[src/mem_req_pkg.sv]
package mem_req_pkg;

    localparam int ADDR_W = 8;   // Target word address
    localparam int DATA_W = 32;

    typedef struct packed {
        logic              is_write;
        logic [ADDR_W-1:0] addr;
        logic [DATA_W-1:0] pad;
    } mem_rd_t;

    typedef struct packed {
        logic              is_write;
        logic [ADDR_W-1:0] addr;
        logic [DATA_W-1:0] wdata;
    } mem_wr_t;

    // Same 41-bit word, read or write view by is_write
    typedef union packed {
        mem_rd_t rd;
        mem_wr_t wr;
    } mem_cmd_u;

    // Target request for one target cycle
    typedef struct packed {
        logic     valid;
        mem_cmd_u cmd;
    } tgt_req_t;

    typedef struct packed {
        logic              valid;
        logic [DATA_W-1:0] rdata;
    } tgt_resp_t;

    // Host side strobes
    typedef struct packed {
        logic              valid;
        logic              is_write;
        logic [ADDR_W-1:0] addr;
        logic [DATA_W-1:0] wdata;
    } host_req_t;

    typedef struct packed {
        logic              valid;
        logic [DATA_W-1:0] rdata;
    } host_resp_t;

endpackage

[src/target_frontend.sv]
`timescale 1ns/100ps

module target_frontend (
    input  logic                   host_clk,
    input  logic                   tk_rst_fire,
    input  logic                   tick,
    input  mem_req_pkg::tgt_req_t  tgt_req,
    output mem_req_pkg::tgt_req_t  tk_req_data,
    input  mem_req_pkg::tgt_resp_t tk_resp_data,
    output mem_req_pkg::tgt_resp_t tgt_resp
);

    mem_req_pkg::tgt_req_t  req_q;
    mem_req_pkg::tgt_resp_t resp_q;

    // Target side state moves only on target clock edges
    always_ff @(posedge host_clk) begin
        if (tk_rst_fire) begin
            req_q.valid  <= 1'b0;   // First target cycle is a bubble
            resp_q.valid <= 1'b0;
        end else if (tick) begin
            req_q.valid  <= tgt_req.valid;
            resp_q.valid <= tk_resp_data.valid;
        end
    end

    always_ff @(posedge host_clk) begin
        if (tick) begin
            req_q.cmd    <= tgt_req.cmd;
            resp_q.rdata <= tk_resp_data.rdata;
        end
    end

    assign tk_req_data = req_q;   // Token for the next target cycle
    assign tgt_resp    = resp_q;

endmodule

[config.mk]
export PLATFORM = sky130hd
export DESIGN_NAME = target_frontend
export DESIGN_NICKNAME = d
export VERILOG_FILES = /design/src/mem_req_pkg.sv /design/src/target_frontend.sv
export SDC_FILE = /design/constraint.sdc
export NUM_CORES = 1
export LEC_CHECK = 0
export BUFFER_PORTS_ARGS = -buffer_cell sky130_fd_sc_hd__buf_4
export CAP_MARGIN = 15
export CORE_MARGIN = 2
export CORE_UTILIZATION = 40
export CTS_BUF_LIST = sky130_fd_sc_hd__clkbuf_16
export CTS_CLUSTER_SIZE = 16
export DETAILED_ROUTE_END_ITERATION = 12
export PLACE_DENSITY = 0.77
export SLEW_MARGIN = 40
export SYNTH_ARGS = -nofsm -noshare
export SYNTH_HDL_FRONTEND = slang
export SYNTH_SLANG_ARGS = --single-unit
[constraint.sdc]
create_clock -name host_clk -period 0.8 [get_ports host_clk]
set_input_delay 0.04 -clock host_clk [delete_from_list [all_inputs] [get_ports host_clk]]
set_output_delay 0.04 -clock host_clk [all_outputs]
set_load 0.03 [all_outputs]
==> qor.yml, run 1 <==
cpPeakStageDelay_ps: 450
dr.pass1.iters: 4
crit_required_ps: 760
number_of_buffers_on_the_longest_clock_path: 2
via_count_of_the_first_global_routing_pass: 1992
powerDensity_nw_per_um2: 2220
synth.ff_latch_count: 75
wl_per_cell_um: 20.7
synth_fp_nets: 157
grt_max_degree: 48
r2r_cells: 2
worst_hold_path_type: "in2reg"
post-route-worst-setup-slack_ps: -194
final_antenna_net_count: 0
finalWirelength_um: 8230
cp_num_buf_inv: 1
p_leak_uw: 0.00206
gr-usage-met1_pct: 31.4
setup_viol: 75
cell_type_with_the_largest_total_area_after_synthesis: "edfxtp_1"
finalHoldViolCount: 0
slew_violations: 0
design.die.area_um2: 6270
start_util_pct: 41.3
top_cells_by_area_synth: "edfxtp_1, dfxtp_1, mux2i_1, nor2_1"
run_status: "complete, but fails checks"
h_tree_levels: 3
floorplan.io_pins: 153
critical_path.reg2reg.endpoint: "tgt_resp[32]"
finish.net_count: 398
synth_cell_types: 4
setup_tns_ps: -7590
gr-max-usage-layer: "met2"
layout_cells_sized_above_1_pct: 52.9
antenna_found_initial: 0
critPathCaptureType: "primary output"
tritoncts_num_sinks: 75
max_slew.worst_pin.slew_ps: 254
max_cap_violations: 0
global_placer_s_final_weighted_congestion: 0.694
timing.critical_path.fanout_max: 1
reg2reg_from: "tgt_resp[32]"
coreArea_um2: 5470
hold-worst-slack_ps: 180
final_period_minus_worst_setup_slack_ps: 994
die_w_um: 79.2
arrival_ps: 950
yosys_warnings: 0
grt_use_total_pct: 27.3
ir_worst_vdd_uv: 1640
violations: "setup timing"
clkSlewWorstSetupHoldPaths_ps: 60
clock.fmax_mhz: 1010
post-route-util_pct: 89.0
clockRootBuffer: "clkbuf_16"
worst_path_dominant_cell_family: "flip-flops"
antenna_cells: 0
global_route.usage.met3_pct: 7.50
crit_path_top_delay_cell: "edfxtp_1"
min-delay-start: "tick"
skew_ps: 0
timing.reg2reg.setup_slack_ps: 170
cp_cell_sequence: "buf_6"
dr_total_vias: 1824
whs_endpoint: "tk_req_data[37]"
die_height_um: 79.2
drt-vias-per-instance: 4.59
post-place-cells: 305
cts_buffers: 9
post-layout-total-power_uw: 10800
seq_area_frac_synth_pct: 98.8
hold_path_depth: 2
first_pass_grt_wire_length_um: 11900
flow.area_growth_from_synthesis_pct: 115
grt_setup_unrepaired: "true"
drt_drc_violations_left: 0
row_count: 27
critical_path.startpoint_type: "flop"
final_cells: 397
final.period_utilization_pct: 124
syn_area_per_cell_um2: 28.6
grt_util_met2_pct: 49.1
place_hpwl_um: 3850
relSlewSlack_pct: 83.1
worst-setup-path-type: "reg2out"
insertion_delay_ps: 310
drt_iter0_drc: 110
port_buffers: 152
post_synth_instance_area_um2: 2260
synth_cells: 79
tritoncts: "done"
netlist.area_leader.share_pct: 97.0
grt_overflow_total: 0
## repair_timing
action	4_1_cts	5_1_grt
endpoints found under the hold margin	75	0
setup buffers	0	0
hold buffers	76	0
resized for setup	77	0
endpoints found under the setup margin	75	75
## how the worst max path moves through the flow
stage                      start              end  slack (ps)  cells after the start
global route        tgt_resp[17]     tgt_resp[17]        -210                      1
detailed placement          tick  tk_req_data[41]          50                      4
floorplan           tgt_resp[32]     tgt_resp[32]          70                      2
global placement            tick  tk_req_data[20]          60                      2
CTS                 tgt_resp[23]     tgt_resp[23]        -140                      1
finish              tgt_resp[17]     tgt_resp[17]        -190                      1
## where the power goes
group / total, uW / internal [uW] / leakage [uW] / switching [uW]
Sequential: 4840 / 4670 / 0.000732 / 173
Clock: 3930 / 2410 / 0.000149 / 1520
Combinational: 2030 / 1040 / 0.00118 / 986
## cells in the mapped netlist
master / number
dfxtp_1: 2
edfxtp_1: 73
mux2i_1: 2
nor2_1: 2
## per-stage QoR
stage	setup slack (ps)	area (um^2)
floorplan	70.7	2260
global placement	56.5	3530
detailed placement	50.9	3530
CTS	-144	4870
global route	-210	4870
finish	-194	4870
## cell usage in the layout, fill, tap and decap left out
master / netlist / layout
dfxtp_2: 0 / 2
buf_4: 0 / 77
dlygate4sd3_1: 0 / 76
edfxtp_1: 73 / 73
buf_12: 0 / 2
buf_6: 0 / 75
clkinv_4: 0 / 1
inv_6: 0 / 1
bufinv_16: 0 / 1
nor2_1: 2 / 2
mux2i_1: 2 / 2
clkinv_2: 0 / 4
clkbuf_16: 0 / 9
## cell type report
type / instances / area (um^2)
fillers: 206 / 604
clock buffers: 9 / 225
clock inverters: 7 / 67.6
multi-input cells: 4 / 27.5
flip-flops and latches: 75 / 2230
repair buffers: 230 / 2220
well taps: 72 / 90.1
## logic make-up after synthesis
logic type    after synthesis  synth area share [%]
mux                         2                 0.886
flops                      75                  98.8
simple gates                2                 0.332
## flip-flops by register name, indices dropped and copies added (netlist names)
register / flops
tgt_resp: 33
tk_req_data: 42
## metal layers
metal	wire [um]	vias up
met5	0	-
met1	3030	888
met4	202	0
met3	562	16
li1	-	801
met2	4430	119
## worst register-to-register path, stage by stage (launching register included)
cell     delay (ps)
dfxtp_2         320
mux2i_1         140
nor2_1           70
Note: power is estimated with default switching activity, not from simulation.
==> inputs of run 2 (changes only) <==
- GPL_TIMING_DRIVEN: unset -> 0
- SETUP_SLACK_MARGIN: unset -> 0.3
- SLEW_MARGIN: 40 -> 10
==> run 2 against run 1 <==
Net effect:
- flip-flop and latch count unchanged
- register-to-register slack barely moved
- global-route usage fell by 6.6 points
- clock power down 3%
- design area shrank 16%
- the run ends with hold timing, setup timing left
- worst hold slack got worse by 300 ps
- non-clock buffer count decreased by 78
- combinational power decreased by 19%
- final cell count fell by 20%
- via count down 21%
- critical path depth is the same
==> qor.yml, run 2 (synthesis gave the netlist of run 1 again) <==
run_status: "complete, but fails checks"
violations: "hold timing, setup timing"
post-route-util_pct: 74.5  # -14 points
place_area_um2: 3500  # -0.92%
row_count: 27  # unchanged
tritoncts: "done"
hold-worst-slack_ps: -122  # -302 ps
via_count_of_the_first_global_routing_pass: 1512  # -24%
largest_register_ffs: 42  # unchanged
global_placer_s_final_weighted_congestion: 0.694  # about the same
finish.net_count: 320  # -20%
drt-vias-per-instance: 4.54  # -1.1%
antenna_found_initial: 0  # unchanged
h_tree_levels: 3  # unchanged
max_cap_violations: 0  # unchanged
cp_num_buf_inv: 1  # unchanged
timing.critical_path.fanout_max: 1  # unchanged
grt_setup_unrepaired: "true"
hold_path_depth: 2  # unchanged
grt_use_total_pct: 20.7  # -6.6 points
crit_path_top_delay_cell: "edfxtp_1"
post-place-cells: 303  # -0.66%
cpPeakStageDelay_ps: 420  # -30 ps
p_leak_uw: 0.00172  # -16%
clockRootBuffer: "clkbuf_16"
worst_hold_path_type: "in2reg"
wl_per_cell_um: 19.8  # -4.5%
final.period_utilization_pct: 118  # -6.3 points
clkSlewWorstSetupHoldPaths_ps: 60  # about the same
max_slew.worst_pin.slew_ps: 404  # +150 ps
dr_total_vias: 1449  # -21%
post-route-worst-setup-slack_ps: -143  # +50.6 ps
r2r_cells: 2  # unchanged
antenna_cells: 0  # unchanged
final_design_area_no_fill_um2: 4080  # -16%
critPathCaptureType: "primary output"
relSlewSlack_pct: 73.0  # -10 points
coreArea_um2: 5470  # unchanged
floorplan.io_pins: 153  # unchanged
layout.cells.most_common: "buf_4"
skew_ps: 0  # unchanged
worst-setup-path-type: "reg2out"
die_height_um: 79.2  # unchanged
tritoncts_num_sinks: 75  # unchanged
start_util_pct: 41.3  # unchanged
number_of_buffers_on_the_longest_clock_path: 2  # unchanged
cp_cell_sequence: "buf_6"
crit_required_ps: 760  # about the same
drt_iter0_drc: 69  # -37%
dr.pass1.iters: 4  # unchanged
worst_path_dominant_cell_family: "flip-flops"
final_antenna_net_count: 0  # unchanged
setup_viol: 75  # unchanged
ir_worst_vdd_uv: 1520  # -6.9%
critical_path.startpoint_type: "flop"
insertion_delay_ps: 310  # about the same
cts_buffers: 9  # unchanged
setup_tns_ps: -7000  # +591 ps
layout_cells_sized_above_1_pct: 67.6  # +15 points
cp.depth: 1  # unchanged
grt_overflow_total: 0  # unchanged
finalHoldViolCount: 75  # +75
port_buffers: 152  # unchanged
powerDensity_nw_per_um2: 2520  # +14%
flow.area_growth_from_synthesis_pct: 80.5
layout.cells.most_common_list: "buf_4, buf_6, edfxtp_1"
clock.fmax_mhz: 1060  # +5.4%
arrival_ps: 900  # -50 ps
drt_drc_violations_left: 0  # unchanged
first_pass_grt_wire_length_um: 8960  # -25%
final_cells: 319  # -20%
final_period_minus_worst_setup_slack_ps: 943  # -50.6 ps
die_w_um: 79.2  # unchanged
design.die.area_um2: 6270  # unchanged
grt_max_degree: 76  # +58%
slew_violations: 0  # unchanged
finalWirelength_um: 6310  # -23%
## run 2: layer usage
layer / vias up / share of wire [%] / track usage, %
li1: 647 / - / -
met1: 709 / 33 / 20.0
met2: 89 / 57 / 38.6
met3: 4 / 9.3 / 9.20
met4: 0 / 0.87 / 6.90
met5: - / 0 / 0
## run 2: where the power goes
part,switching [uW],internal [uW]
combinational,870,783
clock,1430,2370
sequential,154,4660
total,2450,7820
## run 2: final timing paths
path | slack, ps | end | startpoint
hold / removal | -120 | tgt_resp[32] | tk_rst_fire
setup / recovery | -140 | tk_req_data[23] | tk_req_data[23]
setup reg to reg | 170 | tk_req_data[41] | tk_req_data[41]
hold reg to reg | 520 | tgt_resp[32] | tgt_resp[32]
## run 2: stage by stage
step	power [uW]	setup slack [ps]
after floorplan	5460	168
after global placement	6250	-386
after detailed placement	6290	-431
after CTS	10300	-134
after global routing	10600	-170
final	10300	-143
## run 2: final cells by class
class | instances | area (um^2)
tap | 72 | 90.1
sequential | 75 | 2240
fill | 300 | 1400
clock inverter | 7 | 60.1
clock buffer | 9 | 225
multi-input combinational | 4 | 27.5
timing repair buffer | 152 | 1440
## run 2: timing repair
item | in CTS | in global routing
hold endpoints to repair | 75 | 75
setup buffers | 0 | 0
resized for setup | 78 | 0
endpoints found under the setup margin | 150 | 77
==> inputs of run 3 (changes only) <==
--- a/config.mk
+++ b/config.mk
@@ -16,2 +16,3 @@
 export PLACE_DENSITY = 0.77
+export RECOVER_POWER = 25
 export SETUP_SLACK_MARGIN = 0.3
==> constraint.sdc (replaced) <==
create_clock -name host_clk -period 0.8 [get_ports host_clk]
set_input_delay 0.08 -clock host_clk [delete_from_list [all_inputs] [get_ports host_clk]]
set_output_delay 0.08 -clock host_clk [all_outputs]
set_load 0.03 [all_outputs]
==> run 3 against run 2 <==
Net effect:
- sequential power barely moved
- die area did not move
- critical endpoint unchanged
- flip-flop and latch count did not move
- largest cell class unchanged
- the flow still finishes with violations (hold timing, setup timing)
- maximum frequency fell by 4.3%
- clock skew did not move
- first-iteration DRC count fell by 2.9%
- clock power barely moved
- count of clock-buffer cells in the layout did not move
==> qor.yml, run 3 (synthesis gave the netlist of run 1 again) <==
skew_ps: 0  # unchanged
finalHoldViolCount: 75  # unchanged
critical_path.reg2reg.endpoint: "tk_req_data[41]"
powerDensity_nw_per_um2: 2520  # -0.14%
regArea_um2: 2240  # unchanged
max_slew.worst_pin.slew_ps: 395  # -9.28 ps
clock.fmax_mhz: 1020  # -4.3%
slew_violations: 0  # unchanged
final.period_utilization_pct: 123  # +5.2 points
grt_max_degree: 76  # unchanged
power.combinational.fraction_pct: 16.0  # about the same
grt_setup_unrepaired: "true"
dr_total_vias: 1456  # +0.48%
flow.area_growth_from_synthesis_pct: 80.5  # unchanged
cts_buffers: 9  # unchanged
die_height_um: 79.2  # unchanged
place_worst_setup_slack_ps: -471  # -40.0 ps
tritoncts_num_sinks: 75  # unchanged
wl_per_cell_um: 19.5  # -1.2%
met3_wirelength_um: 596  # +1.7%
final_antenna_net_count: 0  # unchanged
max_cap_violations: 0  # unchanged
start_util_pct: 41.3  # unchanged
timing.reg2reg.setup_slack_ps: 170  # about the same
violations: "hold timing, setup timing"
tritoncts: "done"
antenna_cells: 0  # unchanged
antenna_found_initial: 0  # unchanged
grt_overflow_total: 0  # unchanged
global_placer_s_final_weighted_congestion: 0.694  # unchanged
p_leak_uw: 0.00171  # -0.44%
route.met2.wl_um: 3570  # -1.2%
critical_path.startpoint: "tk_req_data[23]"
layout_cells_sized_above_1_pct: 67.6  # unchanged
r2r_cells: 2  # unchanged
post-layout-total-power_uw: 10300  # -0.14%
met1_length_um: 1990  # -3.2%
crit_path_top_delay_cell: "edfxtp_1"
cp_num_buf_inv: 1  # unchanged
h_tree_levels: 3  # unchanged
relSlewSlack_pct: 73.7  # +0.62 points
p_seq_share_pct: 47.0  # about the same
place_area_um2: 3500  # unchanged
first_pass_grt_wire_length_um: 8960  # unchanged
layout.cells.most_common_list: "buf_6, edfxtp_1, buf_4"
critPathCaptureType: "primary output"
coreArea_um2: 5470  # unchanged
drt-vias-per-instance: 4.56  # +0.48%
ir_worst_vdd_uv: 1520  # -0.13%
cp.depth: 1  # unchanged
worst_hold_path_type: "in2reg"
arrival_ps: 910  # about the same
drt_drc_violations_left: 0  # unchanged
clockRootBuffer: "clkbuf_16"
reg2reg_from: "tk_req_data[41]"
port_buffers: 152  # unchanged
multiInputGateArea_um2: 27.5  # unchanged
post-route-worst-setup-slack_ps: -185  # -41.9 ps
worst-setup-path-type: "reg2out"
grt_use_total_pct: 20.7  # unchanged
cp_cell_sequence: "buf_6"
setup_viol: 75  # unchanged
hold-worst-slack_ps: -82.0  # +40.1 ps
number_of_buffers_on_the_longest_clock_path: 2  # unchanged
worstSetupEndpoint: "tk_req_data[23]"
final_design_area_no_fill_um2: 4080  # unchanged
post-place-cells: 303  # unchanged
critical_path.startpoint_type: "flop"
power_switching_share_pct: 23.9  # about the same
drt_iter0_drc: 67  # -2.9%
via_count_of_the_first_global_routing_pass: 1512  # unchanged
design.die.area_um2: 6270  # unchanged
floorplan.io_pins: 153  # unchanged
die_w_um: 79.2  # unchanged
clkPwrFrac_pct: 37.0  # about the same
finish.net_count: 320  # unchanged
run_status: "complete, but fails checks"
cpPeakStageDelay_ps: 420  # about the same
internal_power_uw: 7810  # -0.12%
crit_required_ps: 720  # -40 ps
clkSlewWorstSetupHoldPaths_ps: 60  # about the same
layout.cells.most_common: "buf_6"
highest_layer: "met4"
dr.pass1.iters: 4  # unchanged
timing.critical_path.fanout_max: 1  # unchanged
buffers_inserted_by_post_cts_timing_repair: 0  # unchanged
final_cells: 319  # unchanged
finalWirelength_um: 6240  # -1.2%
final_period_minus_worst_setup_slack_ps: 985  # +41.9 ps
worst_path_dominant_cell_family: "flip-flops"
post-route-util_pct: 74.5  # unchanged
largest_register_ffs: 42  # unchanged
insertion_delay_ps: 310  # about the same
layout.filler_cells: 300  # unchanged
netSwitchingPower_uw: 2450  # -0.20%
row_count: 27  # unchanged
==> run 3: area by class of cell <==
class / count / area share, %
timing repair buffer: 152 / 35.2
multi-input combinational: 4 / 0.675
sequential: 75 / 54.9
clock inverter: 7 / 1.47
clock buffer: 9 / 5.52
tap: 72 / 2.21
==> run 3: through the flow <==
| stage | hold slack (ps) | TNS [ps] |
|---|---|---|
| 5_1_grt | -85.5 | -12460 |
| 4_1_cts | -91.1 | -10550 |
| 3_3_place_gp | 242 | -28700 |
| 6_report | -82.0 | -9970 |
| 2_1_floorplan | 143 | 0 |
| 3_5_place_dp | 250 | -29830 |
==> run 3: worst reg2reg max path: stages (launching register included) <==
cell and delay (ps):
dfxtp_4 340, mux2i_1 120, nor2_1 60
==> run 3: how the worst min path moves through the flow <==
stage / start / end / slack (ps) / cells after the start
floorplan: tk_rst_fire / tgt_resp[32] / 140 / 1
global placement: tk_rst_fire / tgt_resp[32] / 240 / 2
detailed placement: tk_rst_fire / tgt_resp[32] / 250 / 2
CTS: tk_rst_fire / tgt_resp[32] / -90 / 2
global route: tk_rst_fire / tgt_resp[32] / -90 / 2
finish: tk_rst_fire / tgt_resp[32] / -80 / 2
==> run 3: timing repair <==
item / in CTS / in global routing
cloned: 0 / 0
endpoints found under the setup margin: 150 / 77
gates resized for setup: 78 / 0
endpoints found under the hold margin: 75 / 75
==> run 3: metal layers <==
layer / vias to the layer above / GRT usage [%]
met5: - / 0
met4: 0 / 6.90
li1: 647 / -
met3: 6 / 9.20
met2: 90 / 38.6
met1: 713 / 20.0
==> run 3: power groups by stage <==
stage	sequential, uW	combinational [uW]	clock (uW)
after floorplan	5450	8.40	0
after global placement	4810	1440	0
after detailed placement	4830	1460	0
after CTS	4810	1650	3840
after global routing	4840	1700	4080
final	4820	1640	3800
