File: config.mk
export PLATFORM = sky130hd
export DESIGN_NAME = emu_backend
export DESIGN_NICKNAME = d
export VERILOG_FILES = /design/src/mem_req_pkg.sv /design/src/emu_backend.sv
export SDC_FILE = /design/constraint.sdc
export NUM_CORES = 1
export LEC_CHECK = 0
export BUFFER_PORTS_ARGS = -buffer_cell sky130_fd_sc_hd__clkbuf_2
export CAP_MARGIN = 20
export CORE_ASPECT_RATIO = 0.5
export CORE_MARGIN = 2
export CORE_UTILIZATION = 25
export DETAILED_ROUTE_END_ITERATION = 10
export GPL_ROUTABILITY_DRIVEN = 0
export HOLD_SLACK_MARGIN = 0.02
export PLACE_DENSITY_LB_ADDON = 0.3
export RECOVER_POWER = 100
export SETUP_SLACK_MARGIN = 0.1
export SKIP_LAST_GASP = 1
export SLEW_MARGIN = 0
export SYNTH_ARGS = -nofsm -noshare
export SYNTH_HDL_FRONTEND = slang
export SYNTH_SLANG_ARGS = --single-unit
File: constraint.sdc
create_clock -name host_clk -period 10.8 [get_ports host_clk]
set_input_delay 2.16 -clock host_clk [delete_from_list [all_inputs] [get_ports host_clk]]
set_output_delay 2.16 -clock host_clk [all_outputs]
set_load 0.03 [all_outputs]
File: src/mem_req_pkg.sv
package mem_req_pkg;

    localparam int ADDR_W = 8;   // Target word address
    localparam int DATA_W = 32;

    typedef struct packed {
        logic              is_write;
        logic [ADDR_W-1:0] addr;
        logic [DATA_W-1:0] pad;
    } mem_rd_t;

    typedef struct packed {
        logic              is_write;
        logic [ADDR_W-1:0] addr;
        logic [DATA_W-1:0] wdata;
    } mem_wr_t;

    // Same 41-bit word, read or write view by is_write
    typedef union packed {
        mem_rd_t rd;
        mem_wr_t wr;
    } mem_cmd_u;

    // Target request for one target cycle
    typedef struct packed {
        logic     valid;
        mem_cmd_u cmd;
    } tgt_req_t;

    typedef struct packed {
        logic              valid;
        logic [DATA_W-1:0] rdata;
    } tgt_resp_t;

    // Host side strobes
    typedef struct packed {
        logic              valid;
        logic              is_write;
        logic [ADDR_W-1:0] addr;
        logic [DATA_W-1:0] wdata;
    } host_req_t;

    typedef struct packed {
        logic              valid;
        logic [DATA_W-1:0] rdata;
    } host_resp_t;

endpackage

File: src/emu_backend.sv
`timescale 1ns/100ps

module emu_backend #(
    parameter int TGT_LAT = 2
) (
    input  logic                    host_clk,
    input  logic                    tk_rst_fire,
    input  logic                    tick,
    input  logic                    tk_req_valid,
    output logic                    tk_req_ready,
    input  mem_req_pkg::tgt_req_t   tk_req_data,
    output logic                    tk_resp_valid,
    input  logic                    tk_resp_ready,
    output mem_req_pkg::tgt_resp_t  tk_resp_data,
    output mem_req_pkg::host_req_t  host_req,
    input  mem_req_pkg::host_resp_t host_resp,
    input  logic                    host_busy,
    output logic                    idle
);

    localparam int PTR_W = (TGT_LAT > 1) ? $clog2(TGT_LAT) : 1;

    // One entry per target cycle in flight
    typedef struct packed {
        logic                           rd;     // Slot owes read data
        logic                           pend;   // Host data not back yet
        logic [mem_req_pkg::DATA_W-1:0] data;
    } slot_t;

    slot_t slot_q [TGT_LAT];

    logic [PTR_W-1:0] hd_q;       // Slot of the current target cycle
    logic [PTR_W-1:0] acc_slot_q;
    logic             acc_busy_q;
    logic             resp_vld_q;
    logic             resp_taken_q;
    logic             req_fire;
    logic             resp_fire;
    logic             new_rd;
    logic [TGT_LAT-1:0] rd_vec;

    mem_req_pkg::host_req_t host_q;
    mem_req_pkg::mem_cmd_u  cmd;

    assign cmd    = tk_req_data.cmd;
    assign new_rd = tk_req_data.valid && !cmd.rd.is_write;

    // Response token drains the slot before a new request may claim it
    assign resp_fire    = tk_resp_valid && tk_resp_ready;
    assign tk_req_ready = !acc_busy_q && (resp_taken_q || resp_fire);
    assign req_fire     = tk_req_valid && tk_req_ready;

    assign tk_resp_valid      = resp_vld_q;
    assign tk_resp_data.valid = slot_q[hd_q].rd;
    assign tk_resp_data.rdata = slot_q[hd_q].data;

    always_ff @(posedge host_clk) begin
        if (tk_rst_fire) begin
            resp_vld_q   <= 1'b0;
            resp_taken_q <= 1'b0;
            hd_q         <= '0;
        end else begin
            if (tick || resp_fire)
                resp_vld_q <= 1'b0;
            else if (!resp_taken_q && !slot_q[hd_q].pend)
                resp_vld_q <= 1'b1;   // Owed response is ready

            if (tick)
                resp_taken_q <= 1'b0;
            else if (resp_fire)
                resp_taken_q <= 1'b1;

            if (tick)
                hd_q <= (hd_q == PTR_W'(TGT_LAT - 1)) ? '0 : hd_q + 1'b1;
        end
    end

    always_ff @(posedge host_clk) begin
        if (tk_rst_fire) begin
            for (int i = 0; i < TGT_LAT; i++) begin
                slot_q[i].rd   <= 1'b0;
                slot_q[i].pend <= 1'b0;
            end
        end else begin
            if (host_resp.valid && !host_q.is_write) begin
                slot_q[acc_slot_q].pend <= 1'b0;
                slot_q[acc_slot_q].data <= host_resp.rdata;
            end
            if (req_fire) begin   // Writes and bubbles leave an empty slot
                slot_q[hd_q].rd   <= new_rd;
                slot_q[hd_q].pend <= new_rd;
            end
        end
    end

    // Host access sequencing
    always_ff @(posedge host_clk) begin
        if (tk_rst_fire) begin
            acc_busy_q   <= 1'b0;
            host_q.valid <= 1'b0;
        end else begin
            if (host_req.valid)
                host_q.valid <= 1'b0;
            if (host_resp.valid)
                acc_busy_q <= 1'b0;
            if (req_fire && tk_req_data.valid) begin
                acc_busy_q   <= 1'b1;
                host_q.valid <= 1'b1;
            end
        end
    end

    always_ff @(posedge host_clk) begin
        if (req_fire) begin
            host_q.is_write <= cmd.rd.is_write;
            host_q.addr     <= cmd.rd.addr;   // Same field in both views
            if (cmd.rd.is_write)
                host_q.wdata <= cmd.wr.wdata;
            else
                host_q.wdata <= '0;
            acc_slot_q <= hd_q;
        end
    end

    always_comb begin
        host_req       = host_q;
        host_req.valid = host_q.valid && !host_busy;   // Wait out the memory
    end

    always_comb begin
        for (int i = 0; i < TGT_LAT; i++)
            rd_vec[i] = slot_q[i].rd;
    end

    assign idle = !acc_busy_q && !(|rd_vec);

    a_resp_hold: assert property (
        @(posedge host_clk) disable iff (tk_rst_fire)
        tk_resp_valid && !tk_resp_ready |=> tk_resp_valid
    );

    // Completion only for an access already handed to the memory
    a_resp_expected: assert property (
        @(posedge host_clk) disable iff (tk_rst_fire)
        host_resp.valid |-> acc_busy_q && !host_q.valid
    );

endmodule

==> results of run 1 <==
## power breakdown
group / total, mW / switching, mW / internal (mW)
registers: 0.506 / 0.00310 / 0.503
logic: 0.0777 / 0.0512 / 0.0265
clock network: 0.539 / 0.200 / 0.339
## worst min-delay path: cells and delay by family, from the launching register on
| kind | cells | cell delay (ns) |
|---|---|---|
| AO/OA/AOI/OAI | 1 | 0.05 |
| flip-flops | 1 | 0.30 |
| AND/OR/NAND/NOR | 1 | 0.05 |
## layout make-up
type                    instances  area [um2]
well taps                     234         293
flip-flops and latches        116        3420
repair buffers                160         676
clock inverters                13         135
inverters                       1        3.75
fillers                      1834       11900
multi-input cells              95         762
clock buffers                  19         433
## per-layer routing
metal / global-route usage / vias up / part of all wire
met5: 0 / - / 0
met1: 0.0998 / 1206 / 0.40
li1: - / 1178 / -
met3: 0.0397 / 2 / 0.045
met4: 0.0282 / 0 / 0.0055
met2: 0.173 / 52 / 0.54
## worst paths after layout
kind	end	slack (ns)	startpoint	cells past startpoint
max	tk_resp_data[25]	5.74	register	3
min	host_q[41]	0.45	host_q[41]	2
max reg2reg	slot_q[0][32]	8.12	host_req[40]	4
min reg2reg	host_q[41]	0.45	host_q[41]	2
## stage by stage
| stage | utilization | area [um2] | power (mW) | cells | worst slack (ns) |
|---|---|---|---|---|---|
| after floorplan | - | 4560 | 0.571 | 261 | 4.62 |
| after global placement | 0.301 | 5300 | 0.598 | 606 | 5.99 |
| after detailed placement | 0.301 | 5300 | 0.599 | 606 | 5.98 |
| after CTS | 0.333 | 5870 | 1.14 | 638 | 5.97 |
| after global routing | 0.325 | 5730 | 1.17 | 638 | 5.39 |
| final | 0.325 | 5730 | 1.12 | 638 | 5.74 |
## cell families (layout without fill, tap and decap cells)
group,count (synthesis),in the layout,synth area share
AO/OA/AOI/OAI,9,9,0.0123
XOR/XNOR,1,1,0.00192
buffers and inverters,50,193,0.0804
flip-flops,116,116,0.751
multiplexers,34,34,0.0837
AND/OR/NAND/NOR,51,51,0.0711
## sequential cells by signal, summed over array words and instances, names as in the netlist, named ones only
register       count
acc_busy_q         1
acc_slot_q         1
hd_q               1
host_q             1
host_req          41
resp_taken_q       1
slot_q            68
tk_resp_valid      1
## cells in the mapped netlist (all sizes together), types with 3 or more instances
master,count
buf,46
mux2,33
and2,32
nor3,3
edfxtp,110
dfxtp,6
a21oi,4
clkbuf,3
nor2b,3
nor2,5
==> impl_metrics.tcl, run 1 <==
set metrics [dict create \
    status "finished with violations" \
    violations "max-capacitance violations, max-slew violations" \
    cts_buffer_depth 2 \
    cts_hold_buf 0 \
    holdCritPathClass "reg2reg" \
    hold_ws_ns 0.451 \
    path_class "reg2out" \
    synthCells 261 \
    yosys_most_used_dff "edfxtp_1" \
    final_common_cell "edfxtp_1" \
    cp.arrival_ns 2.90 \
    grt_usage 0.0944 \
    viasPerCell 3.82 \
    grt_pass1_vias 2501 \
    synth.avg_cell_area_um2 17.5 \
    crit_fanout 34 \
    cts_resized 0 \
    max_slew_margin -0.378 \
    syn2layout_area_growth_pct 25.5 \
    routedWlPerCell_um 14.3 \
    clock_sinks 116 \
    finalHoldViolations 0 \
    min_period_over_period 0.469 \
    vias 2438 \
    dp_hpwl_mm 6.11 \
    synth_area_mm2 0.00456 \
    cpPeakStageDelay_ns 1.47 \
    ys_seq_elements 116 \
    setup_viol 0 \
    final_cell_mix "edfxtp_1 (110), clkbuf_1 (102), clkbuf_2 (60)" \
    cts.clk_slew.worst_paths_ns 0.06 \
    cts_tree "done" \
    die_h_um 99.5 \
    cpMostUsedCell "clkbuf_1" \
    critPathTopFamily "buffers and inverters" \
    die_x_um 195 \
    rsz0062_at_grt "false" \
    required_ns 8.64 \
    root_buffer "clkbuf_16" \
    antenna_found_initial 0 \
    yosys.area.top_type_share 0.724 \
    start_util 0.259 \
    diodes 0 \
    die_area_mm2 0.0194 \
    critPathSlowestCell "clkbuf_1" \
    synth_area_leaders "edfxtp_1 (72%), mux2_1 (7.4%), buf_4 (6.7%), and2_1 (4.4%), dfxtp_1 (2.6%)" \
    portBuffers 158 \
    clock_latency_ns 0.40 \
    cap_viol_max_count 4 \
    fmax_mhz 198 \
    core_mm2 0.0176 \
    vdd_drop_max_v 0.000110 \
    synthArstFlopShare 0 \
    antenna_left 0 \
    path_cells "clkbuf_1 > mux2_2 > clkbuf_1" \
    dr.first_iter.drc_count 87 \
    powerDensity_mw_per_mm2 196 \
    synth_edf_count 110 \
    yosysTopAreaCell "edfxtp_1" \
    rows 34 \
    overflow 0 \
    crit_path_start_kind "register" \
    syn_nets 342 \
    slew_viol_final 148 \
    cp-end-kind "output port" \
    htreeDepth 4 \
    drive_above_1_share 0.233 \
    path_buf_inv 2 \
    layout.nets 472 \
    setup-tns-final_ns 0 \
    clock_skew_ns 0.00653 \
    period_minus_slack_ns 5.06 \
    synth_cell_type_count 29 \
    grt_max_degree 45 \
    postCtsSetupRepairBufs 0 \
    synth-warning-count 0 \
    drc_errors 0 \
    grt_pass1_wl_mm 13.4 \
    first_pass_iters 4 \
    tightest_slew_ns 2.07 \
    numCtsBuffers 17 \
    wl_mm 9.13 \
    synth_seq_area_share 0.751 \
    io_pins 159 \
    p_leak_nw 1.97 \
]
No activity file was read; power rests on OpenSTA's default activity.
==> inputs of run 2 (changes only) <==
Clock period 10.8 ns to 4.1 ns, I/O delays scaled along.
==> impl_metrics.tcl, run 2 (synthesis gave the netlist of run 1 again) <==
set metrics [dict create \
    violations "max-capacitance violations, max-slew violations" \
    die_area_mm2 0.0194 \
    final_common_cell "edfxtp_1" \
    cp.arrival_ns 2.93 \
    antenna_left 0 \
    pre_cts_slack_ns 1.52 \
    cts_tree "done" \
    portBuffers 158 \
    setup_viol 0 \
    cp-end-kind "register" \
    grt_pass1_vias 2625 \
    clock_skew_ns 0.0107 \
    place_area_mm2 0.00532 \
    antenna_found_initial 0 \
    p_leak_nw 1.97 \
    fmax_mhz 342 \
    syn2layout_area_growth_pct 26.8 \
    fill_cells 1805 \
    period_minus_slack_ns 2.93 \
    diodes 0 \
    dp.cells 605 \
    largest_reg_flops 68 \
    dr.first_iter.drc_count 67 \
    required_ns 4.10 \
    rsz0062_at_grt "false" \
    wl_mm 9.19 \
    root_buffer "clkbuf_16" \
    numCtsBuffers 17 \
    cts_resized 0 \
    postCtsSetupRepairBufs 0 \
    cts_hold_buf 0 \
    overflow 0 \
    cts.clk_slew.worst_paths_ns 0.05 \
    start_util 0.259 \
    clock_sinks 116 \
    min_period_over_period 0.714 \
    p_total_mw 3.08 \
    fin_ws_ns 1.17 \
    holdCritPathClass "reg2reg" \
    status "finished with violations" \
    fin_cells 637 \
    finalHoldViolations 0 \
    routedWlPerCell_um 14.4 \
    drive_above_1_share 0.221 \
    setup-tns-final_ns 0 \
    path_class "in2reg" \
    cap_viol_max_count 2 \
    viasPerCell 3.88 \
    grt_pass1_wl_mm 14.0 \
    grt_max_degree 45 \
    io_pins 159 \
    core_mm2 0.0176 \
    vdd_drop_max_v 0.000271 \
    clock_latency_ns 0.40 \
    vias 2470 \
    layout.nets 471 \
    crit_path_start_kind "input port" \
    powerDensity_mw_per_mm2 532 \
    final_area_mm2 0.00578 \
    rows 34 \
    crit_fanout 23 \
    final_cell_mix "edfxtp_1 (110), clkbuf_1 (109), clkbuf_2 (50)" \
    regMostFlops "slot_q" \
    grt_usage 0.0981 \
    die_h_um 99.5 \
    die_x_um 195 \
    max_slew_margin -0.156 \
    dp_hpwl_mm 6.25 \
    htreeDepth 4 \
    drc_errors 0 \
    tightest_slew_ns 1.73 \
    slew_viol_final 79 \
    first_pass_iters 4 \
    cts_buffer_depth 2 \
]
==> run 2: layout make-up <==
| type | instances | area [um2] | share of cell area |
|---|---|---|---|
| clock buffer | 19 | 453 | 0.0783 |
| clock inverter | 13 | 173 | 0.0299 |
| inverter | 1 | 3.75 | 0.000649 |
| multi-input combinational | 95 | 777 | 0.134 |
| sequential | 116 | 3420 | 0.592 |
| tap | 234 | 293 | 0.0506 |
| timing repair buffer | 159 | 659 | 0.114 |
==> run 2: critical path, cell delays in order <==
cell and delay, ns:
clkbuf_1 0.27, nor4b_4 0.73, clkbuf_1 1.09
==> run 2: worst paths after layout <==
kind	startpoint	to	slack [ns]	cells past startpoint
max	tk_rst_fire	slot_q[0][18]	1.17	3
min	host_q[41]	host_q[41]	0.46	2
max reg2reg	host_req[40]	slot_q[0][18]	1.42	2
min reg2reg	host_q[41]	host_q[41]	0.46	2
==> run 2: metrics by stage <==
step / hold slack (ns) / util
after CTS: 0.462 / 0.337
after global routing: 0.472 / 0.328
final: 0.456 / 0.328
after global placement: 0.453 / 0.302
after detailed placement: 0.454 / 0.302
after floorplan: 0.432 / -
==> run 2: routing by layer <==
metal,track usage,up-vias,part of all wire
li1,-,1183,-
met2,0.162,73,0.51
met1,0.113,1203,0.42
met3,0.0407,11,0.057
met5,0,-,0
met4,0.0435,0,0.013
==> run 2: power breakdown <==
group          leakage [nW]  switching (mW)  total (mW)  internal (mW)
Sequential             1.06          0.0219        1.35           1.32
Combinational         0.622           0.122       0.189         0.0670
Clock                 0.293           0.545        1.54          0.996
==> inputs of run 3 (changes only) <==
Clock period 4.1 ns to 2.99 ns, I/O delays scaled along.
==> impl_metrics.tcl, run 3 (synthesis gave the netlist of run 1 again) <==
set metrics [dict create \
    status "finished clean" \
    cts_tree "done" \
    finalHoldViolations 0 \
    portBuffers 158 \
    crit_fanout 34 \
    regMostFlops "slot_q" \
    period_minus_slack_ns 2.37 \
    dr.first_iter.drc_count 61 \
    seqPwrFrac 0.445 \
    setup-tns-final_ns 0 \
    die_h_um 99.5 \
    ff_latch_area_mm2 0.00342 \
    antenna_left 0 \
    holdCritPathClass "in2reg" \
    netSwitchingFraction 0.234 \
    min_period_over_period 0.791 \
    max_slew_margin 0.123 \
    htreeDepth 4 \
    fmax_mhz 423 \
    cts.clk_slew.worst_paths_ns 0.06 \
    drc_errors 0 \
    cap_viol_max_count 0 \
    io_pins 159 \
    core_mm2 0.0176 \
    slew_viol_final 0 \
    p_clk_frac 0.487 \
    cts_buffer_depth 2 \
    vias 2492 \
    powerDensity_mw_per_mm2 712 \
    grt_usage 0.0997 \
    cts_resized 0 \
    crit_path_start_kind "register" \
    internal_power_mw 3.15 \
    first_pass_iters 4 \
    start_util 0.259 \
    fill_cells 1827 \
    final_common_cell "edfxtp_1" \
    pre_cts_slack_ns 0.959 \
    setup_viol 0 \
    largest_reg_flops 68 \
    vdd_drop_max_v 0.000425 \
    clock_skew_ns 0.0111 \
    rsz0062_at_grt "false" \
    root_buffer "clkbuf_16" \
    tightest_slew_ns 1.32 \
    power.switching_mw 0.958 \
    postCtsSetupRepairBufs 0 \
    numCtsBuffers 17 \
    drive_above_1_share 0.226 \
    routedWlPerCell_um 14.6 \
    overflow 0 \
    cp.arrival_ns 1.77 \
    viasPerCell 3.89 \
    rows 34 \
    grt_pass1_wl_mm 14.2 \
    antenna_found_initial 0 \
    syn2layout_area_growth_pct 26.3 \
    pwr-share-comb 0.068 \
    wl_mm 9.39 \
    layout.nets 475 \
    clock_sinks 116 \
    p_leak_nw 1.99 \
    cp-end-kind "output port" \
    path_class "reg2out" \
    die_area_mm2 0.0194 \
    multiInputGateArea_um2 757 \
    clock_latency_ns 0.40 \
    hold_ws_ns 0.371 \
    cts_hold_buf 0 \
    die_x_um 195 \
    grt_max_degree 36 \
    grt_pass1_vias 2658 \
    final_cell_mix "edfxtp_1 (110), clkbuf_1 (107), clkbuf_2 (55)" \
    diodes 0 \
    required_ns 2.39 \
    dp_hpwl_mm 6.48 \
    fin_ws_ns 0.624 \
]
==> run 3: changes by cell type in the layout (fill, tap and decap cells not counted), moves of 2 or more <==
cell        change
clkbuf_1        -2
and2_1          +3
clkinvlp_4      -2
and2_0          -3
clkbuf_2        +5
clkbuf_8        -2
clkinv_4        +2
==> run 3: worst max-delay path: stages (launching register included) <==
cell	delay [ns]
dfxtp_2	0.31
buf_4	0.41
mux2_1	0.40
clkbuf_1	0.23
==> run 3: per-stage QoR <==
| stage | cells | instance area [um2] | util | power [mW] |
|---|---|---|---|---|
| 6_report | 641 | 5760 | 0.327 | 4.10 |
| 5_1_grt | 641 | 5760 | 0.327 | 4.26 |
| 4_1_cts | 641 | 5940 | 0.337 | 4.19 |
| 3_5_place_dp | 609 | 5360 | 0.304 | 2.17 |
| 3_3_place_gp | 609 | 5360 | 0.304 | 2.17 |
| 2_1_floorplan | 261 | 4580 | - | 2.06 |
==> run 3: final cells by class <==
| cell class | instances | share of cell area |
|---|---|---|
| clock buffers | 18 | 0.0745 |
| well taps | 234 | 0.0508 |
| clock inverters | 14 | 0.0267 |
| multi-input cells | 95 | 0.131 |
| repair buffers | 163 | 0.122 |
| flip-flops and latches | 116 | 0.594 |
| inverters | 1 | 0.000651 |
==> run 3: power groups by stage <==
stage,sequential (mW),combinational (mW),clock [mW]
after CTS,1.83,0.310,2.06
final,1.83,0.281,2.00
after floorplan,1.86,0.202,0
after detailed placement,1.86,0.309,0
after global placement,1.86,0.306,0
after global routing,1.83,0.306,2.12
==> run 3: worst paths after layout <==
check                       start              end  slack, ns  cells after the start
hold reg to reg        host_q[41]       host_q[41]       0.50                      2
hold / removal    tk_req_data[36]     host_req[36]       0.37                      1
setup reg to reg    tk_resp_valid     host_req[19]       0.73                      4
setup / recovery         register  tk_resp_data[8]       0.62                      3
==> run 3: per-layer routing <==
| metal | GRT usage | vias to the layer above | routed length, um |
|---|---|---|---|
| li1 | - | 1186 | - |
| met1 | 0.104 | 1233 | 3760 |
| met2 | 0.180 | 67 | 4960 |
| met3 | 0.0441 | 6 | 596 |
| met4 | 0.0352 | 0 | 70 |
| met5 | 0 | - | 0 |
